### src/itrc_pkg.sv
// Interrupt controller package with source count, field widths, vector typedefs and register map
package itrc_pkg;

    // Number of interrupt lines
    localparam int num_src = 8;

    // Field widths
    localparam int prio_w = 4;
    localparam int id_w = 4;
    localparam int addr_w = 4;
    localparam int data_w = 8;

    // One bit per source
    typedef logic [num_src-1:0] src_vec_t;

    // Priority level where 0 never interrupts
    typedef logic [prio_w-1:0] prio_t;

    // Source number
    typedef logic [id_w-1:0] src_id_t;

    // Configuration write port
    typedef logic [addr_w-1:0] cfg_addr_t;
    typedef logic [data_w-1:0] cfg_data_t;

    // Register map
    localparam cfg_addr_t addr_enable = 4'd0;
    // Priorities of sources 0..7 sit at addresses 1..8
    localparam cfg_addr_t addr_prio_base = 4'd1;
    localparam cfg_addr_t addr_threshold = 4'd9;

    // Nibble i holds the reset priority of source i
    localparam logic [num_src*prio_w-1:0] reset_prio_lut = 32'h0123_4567;

endpackage

### src/itrc_if.sv
// Interface bundling pending, enable, priority and threshold state for the encoder
interface itrc_if;

    // Edge-captured requests
    itrc_pkg::src_vec_t pending;

    // Configuration state
    itrc_pkg::src_vec_t enable;
    itrc_pkg::prio_t    prio [itrc_pkg::num_src];
    itrc_pkg::prio_t    threshold;

    // Gateway side
    modport gw (
        output pending
    );

    // Register file side
    modport cfg (
        output enable,
        output prio,
        output threshold
    );

    // Encoder reads everything
    modport enc (
        input pending,
        input enable,
        input prio,
        input threshold
    );

endinterface

### src/itrc_config_regs.sv
// Configuration register file for enable mask, per-source priorities and threshold
module itrc_config_regs (
    input  logic                 clk,
    input  logic                 rst_n,
    input  logic                 cfg_we,
    input  itrc_pkg::cfg_addr_t  cfg_addr,
    input  itrc_pkg::cfg_data_t  cfg_wdata,
    itrc_if.cfg                  bus
);

    logic                        wr_enable;
    logic                        wr_threshold;
    itrc_pkg::src_vec_t          wr_prio;
    logic [itrc_pkg::num_src*itrc_pkg::prio_w-1:0] prio_flat;

    // Address decode
    assign wr_enable    = cfg_we && (cfg_addr == itrc_pkg::addr_enable);
    assign wr_threshold = cfg_we && (cfg_addr == itrc_pkg::addr_threshold);

    always_comb begin
        for (int i = 0; i < itrc_pkg::num_src; i++) begin
            wr_prio[i] = cfg_we &&
                (cfg_addr == itrc_pkg::cfg_addr_t'(itrc_pkg::addr_prio_base + i));
        end
    end

    always_ff @(posedge clk) begin
        if (!rst_n) begin
            bus.enable    <= '0;
            bus.threshold <= '0;
            // Default priorities come from the LUT
            for (int i = 0; i < itrc_pkg::num_src; i++) begin
                bus.prio[i] <= itrc_pkg::reset_prio_lut[i*itrc_pkg::prio_w +: itrc_pkg::prio_w];
            end
        end else begin
            if (wr_enable) begin
                bus.enable <= cfg_wdata;
            end
            if (wr_threshold) begin
                bus.threshold <= cfg_wdata[itrc_pkg::prio_w-1:0];
            end
            for (int i = 0; i < itrc_pkg::num_src; i++) begin
                if (wr_prio[i]) begin
                    bus.prio[i] <= cfg_wdata[itrc_pkg::prio_w-1:0];
                end
            end
        end
    end

    // Flattened view for the stability check
    always_comb begin
        for (int i = 0; i < itrc_pkg::num_src; i++) begin
            prio_flat[i*itrc_pkg::prio_w +: itrc_pkg::prio_w] = bus.prio[i];
        end
    end

    // Addresses above the threshold slot are holes
    property p_unused_addr_no_effect;
        @(posedge clk) disable iff (!rst_n)
            (cfg_we && (cfg_addr > itrc_pkg::addr_threshold))
                |=> ($stable(bus.enable) && $stable(bus.threshold) && $stable(prio_flat));
    endproperty

    a_unused_addr_no_effect: assert property (p_unused_addr_no_effect)
        else $error("write to unused address %0d changed a register", $past(cfg_addr));

endmodule

### src/itrc_gateway.sv
// Interrupt gateway with rising-edge capture, pending bits and clear on claim
module itrc_gateway (
    input  logic                clk,
    input  logic                rst_n,
    input  itrc_pkg::src_vec_t  int_src,
    input  logic                claim,
    input  itrc_pkg::src_id_t   claim_id,
    itrc_if.gw                  bus
);

    itrc_pkg::src_vec_t src_prev;
    itrc_pkg::src_vec_t rise;
    itrc_pkg::src_vec_t clr_mask;

    // Low last cycle, high now
    assign rise = int_src & ~src_prev;

    // One-hot clear for the claimed source
    always_comb begin
        clr_mask = '0;
        if (claim) begin
            for (int i = 0; i < itrc_pkg::num_src; i++) begin
                if (claim_id == itrc_pkg::src_id_t'(i)) begin
                    clr_mask[i] = 1'b1;
                end
            end
        end
    end

    always_ff @(posedge clk) begin
        if (!rst_n) begin
            src_prev <= '0;
        end else begin
            src_prev <= int_src;
        end
    end

    // A fresh edge overrides a claim on the same line
    always_ff @(posedge clk) begin
        if (!rst_n) begin
            bus.pending <= '0;
        end else begin
            bus.pending <= (bus.pending & ~clr_mask) | rise;
        end
    end

    // Claimed bit drops unless re-triggered in the same cycle
    property p_claim_clears;
        @(posedge clk) disable iff (!rst_n)
            (claim && ((rise & (itrc_pkg::src_vec_t'(1) << claim_id)) == '0))
                |=> ((bus.pending & (itrc_pkg::src_vec_t'(1) << $past(claim_id))) == '0);
    endproperty

    a_claim_clears: assert property (p_claim_clears)
        else $error("pending bit %0d still set after claim", $past(claim_id));

endmodule

### src/itrc_priority_encoder.sv
// Priority encoder with masking, pairwise comparator tree, threshold test and output registers
module itrc_priority_encoder (
    input  logic               clk,
    input  logic               rst_n,
    itrc_if.enc                bus,
    output logic               irq,
    output itrc_pkg::src_id_t  highest_id,
    output itrc_pkg::prio_t    highest_prio
);

    itrc_pkg::prio_t   masked_prio [itrc_pkg::num_src];

    // Tree levels, halving at each step
    itrc_pkg::prio_t   lvl1_prio [itrc_pkg::num_src/2];
    itrc_pkg::src_id_t lvl1_id   [itrc_pkg::num_src/2];
    itrc_pkg::prio_t   lvl2_prio [itrc_pkg::num_src/4];
    itrc_pkg::src_id_t lvl2_id   [itrc_pkg::num_src/4];

    itrc_pkg::prio_t   win_prio;
    itrc_pkg::src_id_t win_id;
    logic              win_valid;

    // Only pending and enabled sources compete
    always_comb begin
        for (int i = 0; i < itrc_pkg::num_src; i++) begin
            if (bus.pending[i] && bus.enable[i]) begin
                masked_prio[i] = bus.prio[i];
            end else begin
                masked_prio[i] = '0;
            end
        end
    end

    // First level compares neighbouring sources, lower index wins ties
    for (genvar i = 0; i < itrc_pkg::num_src/2; i++) begin : g_lvl1
        assign lvl1_prio[i] = (masked_prio[2*i] >= masked_prio[2*i+1]) ?
                              masked_prio[2*i] : masked_prio[2*i+1];
        assign lvl1_id[i]   = (masked_prio[2*i] >= masked_prio[2*i+1]) ?
                              itrc_pkg::src_id_t'(2*i) : itrc_pkg::src_id_t'(2*i+1);
    end

    for (genvar i = 0; i < itrc_pkg::num_src/4; i++) begin : g_lvl2
        assign lvl2_prio[i] = (lvl1_prio[2*i] >= lvl1_prio[2*i+1]) ?
                              lvl1_prio[2*i] : lvl1_prio[2*i+1];
        assign lvl2_id[i]   = (lvl1_prio[2*i] >= lvl1_prio[2*i+1]) ?
                              lvl1_id[2*i] : lvl1_id[2*i+1];
    end

    // Final level
    assign win_prio = (lvl2_prio[0] >= lvl2_prio[1]) ? lvl2_prio[0] : lvl2_prio[1];
    assign win_id   = (lvl2_prio[0] >= lvl2_prio[1]) ? lvl2_id[0] : lvl2_id[1];

    // Strictly above threshold
    assign win_valid = (win_prio > bus.threshold);

    always_ff @(posedge clk) begin
        if (!rst_n) begin
            irq          <= 1'b0;
            highest_id   <= '0;
            highest_prio <= '0;
        end else begin
            irq          <= win_valid;
            highest_prio <= win_prio;
            // Hold the last winner so a claim never names an idle source
            if (win_valid) begin
                highest_id <= win_id;
            end
        end
    end

    // A raised irq always carries a real priority from a live request
    property p_irq_has_prio;
        @(posedge clk) disable iff (!rst_n)
            irq |-> ((highest_prio > 0) && $past(|(bus.pending & bus.enable)));
    endproperty

    a_irq_has_prio: assert property (p_irq_has_prio)
        else $error("irq high with zero priority");

endmodule

### src/itrc_top.sv
// Interrupt controller top level joining gateway, config registers and priority encoder
module itrc_top (
    input  logic                 clk,
    input  logic                 rst_n,
    input  itrc_pkg::src_vec_t   int_src,
    input  logic                 cfg_we,
    input  itrc_pkg::cfg_addr_t  cfg_addr,
    input  itrc_pkg::cfg_data_t  cfg_wdata,
    input  logic                 claim,
    output logic                 irq,
    output itrc_pkg::src_id_t    highest_id,
    output itrc_pkg::prio_t      highest_prio
);

    // Shared state between the three blocks
    itrc_if bus_if ();

    itrc_gateway gateway_i (
        .clk      (clk),
        .rst_n    (rst_n),
        .int_src  (int_src),
        .claim    (claim),
        .claim_id (highest_id),
        .bus      (bus_if.gw)
    );

    itrc_config_regs config_regs_i (
        .clk       (clk),
        .rst_n     (rst_n),
        .cfg_we    (cfg_we),
        .cfg_addr  (cfg_addr),
        .cfg_wdata (cfg_wdata),
        .bus       (bus_if.cfg)
    );

    // Registered winner feeds back as the claim target
    itrc_priority_encoder priority_encoder_i (
        .clk          (clk),
        .rst_n        (rst_n),
        .bus          (bus_if.enc),
        .irq          (irq),
        .highest_id   (highest_id),
        .highest_prio (highest_prio)
    );

endmodule

### config.mk
export PLATFORM = sky130hd
export DESIGN_NAME = itrc_top
export DESIGN_NICKNAME = d
export VERILOG_FILES = /design/src/itrc_pkg.sv /design/src/itrc_if.sv /design/src/itrc_config_regs.sv /design/src/itrc_gateway.sv /design/src/itrc_priority_encoder.sv /design/src/itrc_top.sv
export SDC_FILE = /design/constraint.sdc
export NUM_CORES = 1
export LEC_CHECK = 0
export BUFFER_PORTS_ARGS = -buffer_cell sky130_fd_sc_hd__clkbuf_2
export CAP_MARGIN = 25
export CORE_MARGIN = 2
export CORE_UTILIZATION = 55
export CTS_CLUSTER_DIAMETER = 100
export CTS_CLUSTER_SIZE = 30
export DETAILED_ROUTE_END_ITERATION = 8
export MAX_ROUTING_LAYER = met4
export PLACE_DENSITY = 0.77
export RECOVER_POWER = 50
export SLEW_MARGIN = 25
export SYNTH_ARGS = -nofsm -noshare
export SYNTH_HDL_FRONTEND = slang
export SYNTH_SLANG_ARGS = --single-unit
### constraint.sdc
create_clock -name clk -period 17.5 [get_ports clk]
set_clock_uncertainty 0.1 [all_clocks]
set_input_delay 0.875 -clock clk [delete_from_list [all_inputs] [get_ports clk]]
set_output_delay 0.875 -clock clk [all_outputs]
set_load 0.1 [all_outputs]
=== Yosys cells after proc, flatten, opt, wreduce, memory -nomap -nowiden ===
Index checks and enable logic that the tools add are counted.

* $lt $le $gt $ge: 8
* Equal/unequal tests: 16
* Mux-type cells: 31
* Bitwise logic cells: 5
* Reduce and logical (&&, ||, !) cells: 20

{| class="wikitable"
|+ Operators by type and width
! operator !! number
|-
| $mux W4 || 18
|-
| $eq A4 B3 Y1 const B || 8
|-
| $ge A4 B4 Y1 || 7
|-
| $logic_and A1 B1 Y1 || 18
|-
| $and A8 B8 Y8 || 2
|-
| $eq A4 B2 Y1 const B || 4
|-
| $not A8 Y8 || 2
|-
| $mux W1 || 12
|-
| $eq A4 B1 Y1 const B || 2
|-
| $eq A4 B4 Y1 const B || 2
|-
| $logic_not A4 Y1 || 2
|-
| $mux W8 || 1
|-
| $or A8 B8 Y8 || 1
|-
| $gt A4 B4 Y1 || 1
|}

* Register bits: 69
* Output and inout bits: 9
* Word-level logic and storage cells: 95

=== Logic depth before layout (Yosys ltp) ===
* Word-level depth: 9
* Depth in mapped cells: 33
* Gate-level depth less buffers: 31

=== By module ===
Synthesis repeated with hierarchy kept, for this count alone.

* Cells, all modules: 436
* Area total of the unflattened synthesis: 3923.8 um^2

{| class="wikitable"
|+ By module, submodules not included
! module !! times used !! cells an instance !! area an instance (um^2) !! seq. area each (um^2)
|-
| itrc_config_regs || 1 || 166 || 1716.6 || 880.8
|-
| itrc_priority_encoder || 1 || 215 || 1639.1 || 160.2
|-
| itrc_gateway || 1 || 55 || 568.0 || 320.3
|}

=== Least setup slack after synthesis ===
Ideal clock, no wire load.

* Path kind: register to register
* Start: register gateway_i.bus.pending[7]
* End: register priority_encoder_i.highest_id[0]
* Setup time: 80 ps
* Arrival: 6017 ps
* Data required time: 17320 ps
* Setup slack: 11303 ps
* Cell stages (with the launch flop): 32
* Clock period less this slack: 6197 ps
* Cells stage by stage: dfxtp_1 and3_1 ha_1 nand2b_1 a21o_1 a31oi_1 and2_1 mux2_2 ha_1 inv_1 a31oi_1 nor2_1 or3_1 buf_2 nor2b_1 nor2_1 ha_1 nand2b_1 a21o_1 a21o_1 a21oi_1 clkbuf_1 o21ai_0 o22a_1 ha_1 nor2b_1 o21ai_0 nand2b_1 a21oi_1 a41oi_1 o21ai_0 a211oi_2

* Cells in the longest elaborated chain, start to end: 9
* Elaborated cells on any way between the ends: 12
* Classes of those cells: order compare (4); mux (7); reduce/logical (1)

{| class="wikitable"
|+ RTL lines
! item !! line !! RTL
|-
| start, declared || itrc_if.sv:14 || <nowiki>output pending</nowiki>
|-
| start signal, assigned || itrc_gateway.sv:43 || <nowiki>bus.pending <= (bus.pending & ~clr_mask) | rise;</nowiki>
|-
| $logic_and A1 B1 Y1 (*) || itrc_priority_encoder.sv:26 || <nowiki>if (bus.pending[i] && bus.enable[i]) begin</nowiki>
|-
| $mux W4 (*) || itrc_priority_encoder.sv:26 ||
|-
| $ge A4 B4 Y1 || itrc_priority_encoder.sv:36, itrc_priority_encoder.sv:38 ||
|-
| $mux W4 || itrc_priority_encoder.sv:36 || <nowiki>assign lvl1_prio[i] = (masked_prio[2*i] >= masked_prio[2*i+1]) ?</nowiki>
|-
| $ge A4 B4 Y1 || itrc_priority_encoder.sv:43, itrc_priority_encoder.sv:45 ||
|-
| $mux W4 || itrc_priority_encoder.sv:43 || <nowiki>assign lvl2_prio[i] = (lvl1_prio[2*i] >= lvl1_prio[2*i+1]) ?</nowiki>
|-
| $ge A4 B4 Y1 || itrc_priority_encoder.sv:50, itrc_priority_encoder.sv:51 ||
|-
| $mux W4 || itrc_priority_encoder.sv:50 || <nowiki>assign win_prio = (lvl2_prio[0] >= lvl2_prio[1]) ? lvl2_prio[0] : lvl2_prio[1];</nowiki>
|-
| $gt A4 B4 Y1 || itrc_priority_encoder.sv:54 || <nowiki>assign win_valid = (win_prio > bus.threshold);</nowiki>
|-
| end signal, assigned || itrc_priority_encoder.sv:66 || <nowiki>highest_id <= win_id;</nowiki>
|-
| end, declared || itrc_priority_encoder.sv:7 || <nowiki>output itrc_pkg::src_id_t highest_id,</nowiki>
|}

Mark *: on every way between the ends. The rest lies on a longest branch, timed or not.
A chain may end at the register's enable or synchronous reset.

=== Final worst setup path ===
* Start: register gateway_i.bus.pending[6]
* End: register priority_encoder_i.highest_id[0]

The elaborated chain is that of the path after synthesis.

==> results.yml <==
status:
  status: "completed"
clocking:
  cts_tree: "yes"
  post_cts_resized: 0
  htreeDepth: 3
  cts.sinks: 68
  insertion_delay_ns: 0.35
  cts_root_buf: "clkbuf_8"
  cts.path.max_buffers: 2
  numCtsBuffers: 9
  post-cts-setup-buffers: 0
  path_clk_slew_ns: 0.07
  ctsHoldBuffers: 0
yosys:
  synth-edff-count: 0
  mappedNetlistNets: 480
  synth_top_family_by_area: "simple AND/OR/NAND/NOR gates"
  yosysSeqAreaShare: 0.358
  synth_compound_area_frac: 0.128
  synthTopCellsByCount: "dfxtp_1, mux2i_1, nor2_1"
  yosys.area.top_type: "dfxtp_1"
  synthXorXnorAreaFrac: 0
  synth_fa_ha_area_frac: 0.0917
  synth_warnings: 0
  avgSynthCellArea_um2: 8.88
  synth_top_cell_area_share: 0.358
  async_reset_ff_frac: 0
  muxShareOfSynthArea: 0.162
  ys_seq_elements: 68
  synth_flop_cell: "dfxtp_1"
  synthDistinctLibCells: 52
  yosys.area_share.simple: 0.219
  synth_area_leaders: "dfxtp_1, mux2i_1, ha_1"
  netlist_area_mm2: 0.00381
  netlist_instances: 429
  synth.most_common_cell: "dfxtp_1"
sta:
  rsz0062_at_grt: "no"
  slew_violations: 0
  final.setup.tns_ns: 0
  setup_violations: 0
  worst_slack_ns: 10.93
  min_period_ns: 6.57
  slew_headroom: 0.144
  max_freq_mhz: 152
  hold_violations: 0
  tightest_slew_ns: 1.28
  min_period_over_period: 0.376
die:
  core_area_mm2: 0.00676
  die_h_um: 87.2
  start_util: 0.564
  rows: 30
  dieArea_mm2: 0.00760
  num_io_pins: 33
  die_width_um: 87.2
cells_and_area:
  n_antenna_cell: 0
  drive_gt1_frac: 0.143
  syn_to_final_growth_pct: 10.0
  finalNetCount: 507
setup_path:
  end_kind: "flip-flop"
  cp_top_family: "compound AO/OA/AOI/OAI gates"
  critPathMaxStageDelay_ns: 0.53
  critPathBufInv: 2
  crit_required_ns: 17.67
  cpMaxStageDelayCell: "or3_1"
  cp.arrival_ns: 6.74
  cp_max_fo: 17
  worstSetupStartpointType: "flip-flop"
  critical_path_class: "reg -> reg"
  cp_common_cell: "ha_1"
power_and_ir_drop:
  p_leak_nw: 1.94
  power_frac_clock: 0.401
  pwr-share-seq: 0.521
  internal_power_w: 0.000232
  ir_drop_v: 0.0000502
  netSwitchingPower_w: 0.0000805
  power.density_mw_per_mm2: 74.6
  switching_share: 0.258
  pwr-share-comb: 0.078
global_routing:
  overflow: 0
  antenna_found_initial: 0
  use_met1: 0.330
  grt_pass1_vias: 2882
  grt_busiest_layer: "met2"
  use_met3: 0.0502
  grt_use_met2: 0.407
  grt_usage: 0.259
  grt_start_max_net_pins: 31
  grt_pass1_wl_um: 14500
detailed_routing:
  ant_nets: 0
  drt-total-wl_um: 8800
  routed_via_density: 5.64
  drc: 0
  drt-initial-drc-count: 160
  drtPass1Iterations: 4
  vias: 3051
  wire_per_inst_um: 16.3
place:
  gp_congestion: 0.850
  dp_hpwl_um: 6580
  preCtsSetupSlack_ns: 10.95
  portBuffers: 31
min_path:
  min_path_type: "reg -> reg"
run:
  drv_cap: 0
==> final cells by class <==
cell class / instances / area [µm²]
fill: 580 / 2570
multi-input combinational: 321 / 2290
sequential: 68 / 1360
timing repair buffer: 34 / 170
clock buffer: 11 / 131
tap: 80 / 100
inverter: 22 / 82.6
clock inverter: 5 / 52.6
==> layout by cell type, fill, tap and decap left out, types with 3 or more instances in the layout <==
| cell | count |
|---|---|
| clkinv_2 | 3 |
| a21o_1 | 5 |
| o21ai_0 | 15 |
| clkbuf_1 | 4 |
| nor2_1 | 49 |
| or3_1 | 3 |
| clkbuf_2 | 31 |
| ha_1 | 27 |
| nand3_1 | 25 |
| and3_1 | 9 |
| mux2i_1 | 58 |
| and2_0 | 3 |
| clkbuf_8 | 9 |
| inv_1 | 22 |
| nor3_1 | 4 |
| nand2b_1 | 20 |
| nand3b_1 | 5 |
| nor2b_1 | 5 |
| a21oi_1 | 18 |
| and2_1 | 8 |
| dfxtp_1 | 68 |
| nand2_1 | 22 |
| o211ai_1 | 4 |
==> power groups by stage <==
stage	Clock (W)	Sequential, W	Combinational [W]
finish	0.000125	0.000163	0.0000243
global route	0.000134	0.000163	0.0000264
CTS	0.000126	0.000163	0.0000245
detailed placement	0	0.000166	0.0000242
global placement	0	0.000166	0.0000239
floorplan	0	0.000168	0.0000138
==> stage by stage <==
| step | hold WS, ns | power, W | cells | utilization | instance area, µm² |
|---|---|---|---|---|---|
| 2_1_floorplan | 0.337 | 0.000182 | 429 | - | 3810 |
| 3_3_place_gp | 0.359 | 0.000190 | 525 | 0.594 | 4010 |
| 3_5_place_dp | 0.362 | 0.000191 | 525 | 0.594 | 4010 |
| 4_1_cts | 0.382 | 0.000314 | 541 | 0.621 | 4200 |
| 5_1_grt | 0.411 | 0.000324 | 541 | 0.620 | 4190 |
| 6_report | 0.384 | 0.000313 | 541 | 0.620 | 4190 |
==> state kept, by name (all words and copies together) (netlist names) <==
name,flops
config_regs_i.bus.prio,32
config_regs_i.bus.enable,8
gateway_i.bus.pending,8
gateway_i.src_prev,8
config_regs_i.bus.threshold,4
priority_encoder_i.highest_prio,4
priority_encoder_i.highest_id,3
priority_encoder_i.irq,1
==> kinds of logic (layout without fill, tap and decap cells) <==
kind of cell             count (synthesis)  after routing
multiplexers                            61             61
AO/OA/AOI/OAI                           68             68
flip-flops                              68             68
other                                    1              1
AND/OR/NAND/NOR                        163            163
buffers and inverters                   40             72
adder cells (fa/ha/maj)                 28             28
==> path summary, 6_finish.rpt <==
| kind | start | to | slack [ns] | cells past startpoint |
|---|---|---|---|---|
| setup / recovery | gateway_i.bus.pending[6] | priority_encoder_i.highest_id[0] | 10.93 | 30 |
| hold reg to reg | config_regs_i.bus.prio[28] | config_regs_i.bus.prio[28] | 0.38 | 2 |
| setup reg to reg | gateway_i.bus.pending[6] | priority_encoder_i.highest_id[0] | 10.93 | 30 |
| hold / removal | config_regs_i.bus.prio[28] | config_regs_i.bus.prio[28] | 0.38 | 2 |
==> routing by layer <==
| layer | part of all wire | wire length [µm] | vias up |
|---|---|---|---|
| met5 | 0 | 0 | - |
| met4 | 0.031 | 275 | 0 |
| met3 | 0.049 | 428 | 18 |
| met2 | 0.47 | 4150 | 61 |
| met1 | 0.45 | 3950 | 1409 |
| li1 | - | - | 1563 |
==> worst register-to-register path: cells and delay by family (launching register included) <==
kind	cells	cell delay, ns
AO/OA/AOI/OAI	13	2.49
multiplexers	1	0.40
flip-flops	1	0.44
AND/OR/NAND/NOR	10	1.78
buffers and inverters	2	0.29
adder cells (fa/ha/maj)	4	1.01
Power figures use the tool's default switching activity.
